File: config.mk
export PLATFORM = sky130hd
export DESIGN_NAME = sys_hal_top
export DESIGN_NICKNAME = d
export VERILOG_FILES = /design/src/logic/hal_cfg_pkg.sv /design/src/logic/hal_audio_pkg.sv /design/src/logic/hps_io_regs.sv /design/src/logic/audio_mixer.sv /design/src/logic/sync_polarity.sv /design/src/logic/sys_hal_top.sv
export SDC_FILE = /design/constraint.sdc
export NUM_CORES = 1
export LEC_CHECK = 0
export BUFFER_PORTS_ARGS = -buffer_cell sky130_fd_sc_hd__buf_4
export CAP_MARGIN = 20
export CORE_MARGIN = 1
export CORE_UTILIZATION = 25
export CTS_CLUSTER_SIZE = 20
export DETAILED_ROUTE_END_ITERATION = 16
export PLACE_DENSITY = 0.49
export SLEW_MARGIN = 5
export SYNTH_ARGS = -nofsm -noshare
export SYNTH_HDL_FRONTEND = slang
export SYNTH_SLANG_ARGS = --single-unit
File: constraint.sdc
create_clock -name clk_sys -period 5.2 [get_ports clk_sys]
set_clock_uncertainty 0.1 [all_clocks]
set_input_delay 0.52 -clock clk_sys [delete_from_list [all_inputs] [get_ports clk_sys]]
set_output_delay 0.52 -clock clk_sys [all_outputs]
set_load 0.005 [all_outputs]
File: src/logic/hal_cfg_pkg.sv
// Host command codes and configuration register widths for the HPS port
package hal_cfg_pkg;

	////////////////////////////////////////////////////////////
	// Host word and command
	////////////////////////////////////////////////////////////

	// Data word carried by one req/ack handshake
	typedef logic [15:0] io_word_t;

	// Command byte, low half of the first word in a frame
	typedef logic [7:0] cmd_t;

	// LED override, mask in the high byte and state in the low byte
	localparam cmd_t CMD_LED = 8'h25;
	// Volume attenuation, bits 4..0 of the data word
	localparam cmd_t CMD_VOL = 8'h26;

	////////////////////////////////////////////////////////////
	// Register payloads
	////////////////////////////////////////////////////////////

	typedef logic [7:0] led_t;

	// Bit 4 mutes, bits 3..0 are an arithmetic right shift
	typedef logic [4:0] vol_att_t;

endpackage

File: src/logic/hal_audio_pkg.sv
// Audio sample types, mixer modes and paired audio and sync bundles
package hal_audio_pkg;

	// One channel sample as seen on the core and Linux sides
	typedef logic [15:0] sample_t;

	// Internal sum with one bit of headroom
	typedef logic signed [16:0] acc_t;

	// Cross-feed between left and right
	typedef enum logic [1:0] {
		MIX_NONE,
		MIX_25,
		MIX_50,
		MIX_MONO
	} mix_mode_t;

	typedef struct packed {
		sample_t l;
		sample_t r;
	} audio_pair_t;

	typedef struct packed {
		logic hs;
		logic vs;
	} sync_pair_t;

endpackage

File: src/logic/hps_io_regs.sv
// HPS req/ack command port with LED override and volume registers
`timescale 1ns/1ns

module hps_io_regs (
	input  logic                   clk_sys,
	input  logic                   resetd,
	input  logic                   i_io_req,
	input  logic                   i_io_uio,
	input  hal_cfg_pkg::io_word_t  i_io_din,
	output logic                   o_io_ack,
	input  hal_cfg_pkg::led_t      i_led_status,
	output hal_cfg_pkg::led_t      o_led,
	output hal_cfg_pkg::vol_att_t  o_vol_att
);

	import hal_cfg_pkg::*;

	// Command byte taken or not in the current frame
	typedef enum logic {
		IDLE,
		DATA
	} state_t;

	state_t state;
	logic   rack;
	logic   io_strobe;
	logic   cmd_take;
	cmd_t   cmd;
	led_t   led_mask;
	led_t   led_state;

	////////////////////////////////////////////////////////////
	// Handshake
	////////////////////////////////////////////////////////////

	// One cycle pulse when the first req stage rises
	assign io_strobe = rack & ~o_io_ack;

	// First word of an open frame carries the command
	assign cmd_take = i_io_uio & io_strobe & (state == IDLE);

	always_ff @(posedge clk_sys) begin
		if (resetd) begin
			rack      <= 1'b0;
			o_io_ack  <= 1'b0;
			state     <= IDLE;
			led_mask  <= '0;
			led_state <= '0;
			o_vol_att <= '0;
		end else begin
			rack     <= i_io_req;
			o_io_ack <= rack;

			if (!i_io_uio) begin
				state <= IDLE;
			end else if (io_strobe) begin
				if (state == IDLE) begin
					state <= DATA;
				end else begin
					case (cmd)
						CMD_LED: begin
							led_mask  <= i_io_din[15:8];
							led_state <= i_io_din[7:0];
						end
						CMD_VOL: o_vol_att <= i_io_din[4:0];
						// Data of other commands is dropped
						default: ;
					endcase
				end
			end
		end
	end

	always_ff @(posedge clk_sys) begin
		if (cmd_take) begin
			cmd <= i_io_din[7:0];
		end
	end

	////////////////////////////////////////////////////////////
	// LED override
	////////////////////////////////////////////////////////////

	// Masked bits follow the host, the rest follow board status
	assign o_led = (led_mask & led_state) | (~led_mask & i_led_status);

endmodule

File: src/logic/audio_mixer.sv
// One audio channel with deglitch, Linux sum, cross-feed, attenuation and clamp
`timescale 1ns/1ns

module audio_mixer (
	input  logic                    clk_sys,
	input  logic                    resetd,
	input  hal_audio_pkg::sample_t  i_core,
	input  hal_audio_pkg::sample_t  i_linux,
	input  hal_audio_pkg::sample_t  i_pre_in,
	input  logic                    i_signed,
	input  hal_audio_pkg::mix_mode_t i_mix,
	input  hal_cfg_pkg::vol_att_t   i_att,
	output hal_audio_pkg::sample_t  o_pre,
	output hal_audio_pkg::sample_t  o_out
);

	import hal_audio_pkg::*;

	sample_t d1;
	sample_t d2;
	sample_t d3;
	sample_t core_held;
	acc_t    a1;
	acc_t    a2;
	acc_t    a3;
	acc_t    a4;
	acc_t    pre_ext;

	assign pre_ext = {i_pre_in[15], i_pre_in};

	////////////////////////////////////////////////////////////
	// Deglitch
	////////////////////////////////////////////////////////////

	// Held sample moves only once two delayed copies agree
	always_ff @(posedge clk_sys) begin
		if (resetd) begin
			d1        <= '0;
			d2        <= '0;
			d3        <= '0;
			core_held <= '0;
		end else begin
			d1 <= i_core;
			d2 <= d1;
			d3 <= d2;
			if (d2 == d3) begin
				core_held <= d2;
			end
		end
	end

	////////////////////////////////////////////////////////////
	// Sum, mix, attenuate, clamp
	////////////////////////////////////////////////////////////

	always_ff @(posedge clk_sys) begin
		if (resetd) begin
			a1    <= '0;
			a2    <= '0;
			a3    <= '0;
			a4    <= '0;
			o_pre <= '0;
			o_out <= '0;
		end else begin
			// Unsigned core audio is halved to fit the signed range
			a1 <= i_signed ? {core_held[15], core_held} : {2'b00, core_held[15:1]};
			a2 <= a1 + {i_linux[15], i_linux};

			o_pre <= a2[16:1];

			case (i_mix)
				MIX_NONE: a3 <= a2;
				MIX_25:   a3 <= a2 - (a2 >>> 3) + (pre_ext >>> 2);
				MIX_50:   a3 <= a2 - (a2 >>> 2) + (pre_ext >>> 1);
				MIX_MONO: a3 <= (a2 >>> 1) + pre_ext;
				default:  a3 <= a2;
			endcase

			if (i_att[4]) begin
				a4 <= '0;
			end else begin
				a4 <= a3 >>> i_att[3:0];
			end

			// Top two bits disagree on overflow
			o_out <= ^a4[16:15] ? {a4[16], {15{a4[15]}}} : a4[15:0];
		end
	end

endmodule

File: src/logic/sync_polarity.sv
// Sync normaliser that keeps the shorter phase of the input high
`timescale 1ns/1ns

module sync_polarity #(
	parameter int SYNC_CNT_W = 16
) (
	input  logic clk_sys,
	input  logic resetd,
	input  logic i_sync,
	output logic o_sync
);

	typedef logic [SYNC_CNT_W-1:0] cnt_t;

	logic s1;
	logic s2;
	logic pol;
	cnt_t cnt;
	cnt_t high_len;
	cnt_t low_len;

	always_ff @(posedge clk_sys) begin
		if (resetd) begin
			s1       <= 1'b0;
			s2       <= 1'b0;
			cnt      <= '0;
			high_len <= '0;
			low_len  <= '0;
			pol      <= 1'b0;
		end else begin
			s1 <= i_sync;
			s2 <= s1;

			// Rising edge closes a low phase, falling edge a high one
			if (!s2 && s1) begin
				low_len <= cnt;
			end
			if (s2 && !s1) begin
				high_len <= cnt;
			end

			if (s2 != s1) begin
				cnt <= '0;
			end else begin
				cnt <= cnt + 1'b1;
			end

			pol <= (high_len > low_len);
		end
	end

	assign o_sync = i_sync ^ pol;

endmodule

File: src/logic/sys_hal_top.sv
// Board support top with HPS registers, stereo mixer and sync normalisers
`timescale 1ns/1ns

module sys_hal_top #(
	parameter int SYNC_CNT_W = 16
) (
	input  logic                       clk_sys,
	input  logic                       resetd,
	input  logic                       i_io_req,
	input  logic                       i_io_uio,
	input  hal_cfg_pkg::io_word_t      i_io_din,
	output logic                       o_io_ack,
	input  hal_cfg_pkg::led_t          i_led_status,
	output hal_cfg_pkg::led_t          o_led,
	input  hal_audio_pkg::audio_pair_t i_core_audio,
	input  hal_audio_pkg::audio_pair_t i_linux_audio,
	input  logic                       i_audio_signed,
	input  hal_audio_pkg::mix_mode_t   i_audio_mix,
	output hal_audio_pkg::audio_pair_t o_audio,
	input  hal_audio_pkg::sync_pair_t  i_sync,
	output hal_audio_pkg::sync_pair_t  o_sync
);

	import hal_cfg_pkg::*;
	import hal_audio_pkg::*;

	vol_att_t vol_att;
	sample_t  pre_l;
	sample_t  pre_r;
	sample_t  out_l;
	sample_t  out_r;
	logic     hs_out;
	logic     vs_out;

	assign o_audio = '{l: out_l, r: out_r};
	assign o_sync  = '{hs: hs_out, vs: vs_out};

	////////////////////////////////////////////////////////////
	// Command port
	////////////////////////////////////////////////////////////

	hps_io_regs u_regs (
		.clk_sys      (clk_sys),
		.resetd       (resetd),
		.i_io_req     (i_io_req),
		.i_io_uio     (i_io_uio),
		.i_io_din     (i_io_din),
		.o_io_ack     (o_io_ack),
		.i_led_status (i_led_status),
		.o_led        (o_led),
		.o_vol_att    (vol_att)
	);

	////////////////////////////////////////////////////////////
	// Audio, each side feeds its half sum to the other
	////////////////////////////////////////////////////////////

	audio_mixer u_mix_l (
		.clk_sys  (clk_sys),
		.resetd   (resetd),
		.i_core   (i_core_audio.l),
		.i_linux  (i_linux_audio.l),
		.i_pre_in (pre_r),
		.i_signed (i_audio_signed),
		.i_mix    (i_audio_mix),
		.i_att    (vol_att),
		.o_pre    (pre_l),
		.o_out    (out_l)
	);

	audio_mixer u_mix_r (
		.clk_sys  (clk_sys),
		.resetd   (resetd),
		.i_core   (i_core_audio.r),
		.i_linux  (i_linux_audio.r),
		.i_pre_in (pre_l),
		.i_signed (i_audio_signed),
		.i_mix    (i_audio_mix),
		.i_att    (vol_att),
		.o_pre    (pre_r),
		.o_out    (out_r)
	);

	// Sync polarity
	sync_polarity #(.SYNC_CNT_W(SYNC_CNT_W)) u_sync_h (
		.clk_sys (clk_sys),
		.resetd  (resetd),
		.i_sync  (i_sync.hs),
		.o_sync  (hs_out)
	);

	sync_polarity #(.SYNC_CNT_W(SYNC_CNT_W)) u_sync_v (
		.clk_sys (clk_sys),
		.resetd  (resetd),
		.i_sync  (i_sync.vs),
		.o_sync  (vs_out)
	);

endmodule

==> impl_results.md <==
- DRC errors left: 0
- Slew headroom: between 20% and 30%
- Clock buffer depth: 3
- R2R depth: 11
- HPWL Detailed: 51,400 um
- Cell Chain, Critical Path: inv_1, fa_1, inv_1, ha_1, o21ai_0, a2111oi_0, nor2_1, a21oi_1, nor2_1, a311oi_1, a31oi_1
- Die W: 320 um
- Largest cells by area after synthesis: dfxtp_1 (36%), ha_1 (9.2%), mux2i_1 (6.9%)
- Yosys Warn Count: 0
- Crit-path leading delay family: compound AO/OA/AOI/OAI gates
- Syn_area_per_cell: approximately 9.1 um^2
- Clock sinks: 460
- Post_cts resized: 0
- Initial Util: 25.2%
- CP max stage delay: around 0.91 ns
- Min-Delay Path Depth: 2
- Fin crit period: between 3 and 4 ns
- Die area: approximately 100,000 um^2
- RSZ-0062 raised after global routing: no
- Cells after synthesis: approximately 2,800
- First drt pass iteration count: 5
- Gpl congestion: roughly 0.87
- Max Fanout on Critical Path: 5
- Largest net degree at the start of global routing: 212
- R2R Path End: u_mix_r.a3[16]
- Post-synth cell types: 89
- Max Clk Rate: 263 MHz
- GRT Resource Usage Total: between 10% and 20%
- Hold Crit Start: i_core_audio[8]
- Setup-failing EPs final: 0
- Die height: around 320 um
- Reg power frac: between 30% and 40%
- Final Cycle Share: roughly three quarters
- Port Buf Inserts: around 140
- P_leak: 0.0132 uW
- Buffers & Inverters on Critical Path: 2
- Number of enable flip-flop cells after synthesis: 8
- Setup crit end kind: register
- Clock power share: between 40% and 50%
- Grt ovf: 0
- Netlist Area Pre-Place: 25,200 um^2
- Reg clk slew, reported paths: 0.07 ns
- Top cell type's share of synthesized area: between 30 and 40%
- CP max-delay cell: a2111oi_0
- First-pass GRT wire length: approximately 110,000 um
- I/O pins: 140
- Antenna fix cells: 0
- CP arrival: approximately 4.2 ns
- Setup slack, reg-to-reg: between 1 and 1.5 ns
- Clock root buffer: clkbuf_16
- Core area: between 100,000 and 150,000 um^2
- DR vias: approximately 19,000
- P&R area growth vs syn: 19.0%
- Worst skew pair latency: about 0.63 ns
- Post-synthesis sequential area ratio: a little under two fifths
- Routed len/inst: 16.0 um
- Total CTS buffers: 55
- Fin. Hold Viols: 0
- Status: finished clean
- Row count: 116
- Post-CTS Setup Inserts: 0
- Post-Place Worst Slack: 1.49 ns
- Max-cap viol count: 0
- Vias in the first global route: between 15,000 and 20,000
- Slew @ Worst Pin: 1.12 ns
- Cts hold-fix bufs: 48
- Most common cell after layout, fill and taps aside: dfxtp_1
- Final nets: between 3,000 and 4,000
- Final wirelength: between 60,000 and 70,000 um
- Reg2Reg Launch Point: u_mix_r.a2[4]
- Post-detailed-route count of antenna-violating nets: 0
- Synthesis-stage register bit count: 460
- H-Tree Depth: 2
- Layout cells sized above 1: approximately a tenth
- Crit path kind: register to register
- Commonest cells after routing, fill and taps aside: dfxtp_1 (450), nor2_1 (364), inv_1 (265)
- 1st-iter DRT viols: approximately 1,200
- VDD IR max: about 0.24 mV
- Final number of max-transition violations: 0
- Post-route setup TNS: 0 ns
- FFs w/ async S/R, synth: 0%
- Leading area contributor after synthesis: dfxtp_1
- Pwr/cell area: around 330 nW/um^2
- Hold Crit Endpoint: u_mix_r.d1[8]
- P_int: between 6000 and 7000 uW
- Vias per inst: roughly 4.5
- Hold Path Class: primary input to register
- Worst Setup Start Kind: register
- CTS tree: yes
- CP Data Required Time: around 5.6 ns
- Sw Pwr: slightly below 3000 uW
- Comb pwr share: about a fifth
- Sw Share: 29.4%
- Top FF cell, synth: dfxtp_1
- Antenna violations before repair: 3
- Final Worst Setup Slack: 1.40 ns
- Syn nets: just over 3,000
-- synthesized netlist by cell type, types with 17 or more instances --
cell,n
nor2_1,365
xor2_1,88
inv_1,265
a211oi_1,52
dfxtp_1,452
ha_1,186
clkbuf_1,83
nand2_1,127
a21o_1,37
o22ai_1,17
o21ai_0,81
mux2_2,22
xnor2_1,53
nand3_1,40
nor2b_1,127
a21oi_1,163
mux4_2,20
nor3_1,31
fa_1,64
o21a_1,19
mux2i_1,175
nand2b_1,25
nand4_1,19
-- power groups by stage --
stage | Sequential [uW] | Clock (uW) | Combinational, uW
after detailed placement | 3920 | 0 | 1920
after floorplan | 3850 | 0 | 1370
after global placement | 3920 | 0 | 1930
after global routing | 3860 | 4280 | 2180
final | 3840 | 3990 | 1970
after CTS | 3840 | 4130 | 1960
-- registers in the layout, indices dropped and copies added, names as in the netlist, 17 cells and up --
name / count
u_mix_l.a2: 17
u_mix_l.a3: 17
u_mix_l.a4: 17
u_mix_r.a2: 17
u_mix_r.a3: 17
u_mix_r.a4: 17
-- per-stage QoR --
| stage | power (uW) | cell area [um^2] | hold WS (ns) | std cells | util [%] |
|---|---|---|---|---|---|
| after floorplan | 5220 | 25200 | 0.314 | 2771 | - |
| after global placement | 5850 | 27500 | 0.320 | 4108 | 27.5 |
| after detailed placement | 5840 | 27600 | 0.323 | 4111 | 27.6 |
| after CTS | 9940 | 30000 | 0.00207 | 4263 | 30.0 |
| after global routing | 10300 | 30000 | 0.0273 | 4265 | 30.0 |
| final | 9800 | 30000 | 0.0493 | 4265 | 30.0 |
-- worst max path at each step --
stage	start	end	slack, ns	cells after the start
6_report	u_mix_r.a2[4]	u_mix_r.a3[16]	1.40	11
5_1_grt	u_mix_r.a2[9]	u_mix_r.a3[16]	1.07	11
4_1_cts	u_mix_r.a2[3]	u_mix_r.a3[16]	1.44	11
3_5_place_dp	u_mix_r.a2[3]	u_mix_r.a3[16]	1.49	11
3_3_place_gp	u_mix_r.a2[4]	u_mix_r.a3[16]	1.58	11
2_1_floorplan	u_mix_l.a2[6]	u_mix_l.a3[15]	2.11	11
-- cells by family (layout without fill, tap and decap cells) --
logic type / Yosys count / in the layout / synth area share (%)
AND/OR/NAND/NOR: 822 / 822 / 15.4
XOR/XNOR: 141 / 141 / 4.90
adder cells (fa/ha/maj): 250 / 250 / 14.3
buffers and inverters: 377 / 573 / 5.72
flip-flops: 460 / 460 / 36.9
multiplexers: 217 / 217 / 9.72
AO/OA/AOI/OAI: 504 / 504 / 13.1
-- area by class of cell --
cell class,instances,area [um^2]
Fill cell,10500,70000
Multi-Input combinational cell,1934,14500
Sequential cell,460,9290
Timing Repair Buffer,202,1710
Tap cell,1298,1620
Clock buffer,72,1560
Inverter,267,1000
Clock inverter,32,337
-- routing by layer --
layer | up-vias | part of all wire, % | track usage (%)
met5 | - | 0.038 | 0
met4 | 4 | 2.4 | 4.04
met3 | 94 | 4.5 | 2.06
met2 | 391 | 45 | 21.4
met1 | 9038 | 48 | 17.9
li1 | 9731 | - | -
Note: power is estimated with default switching activity, not from simulation.
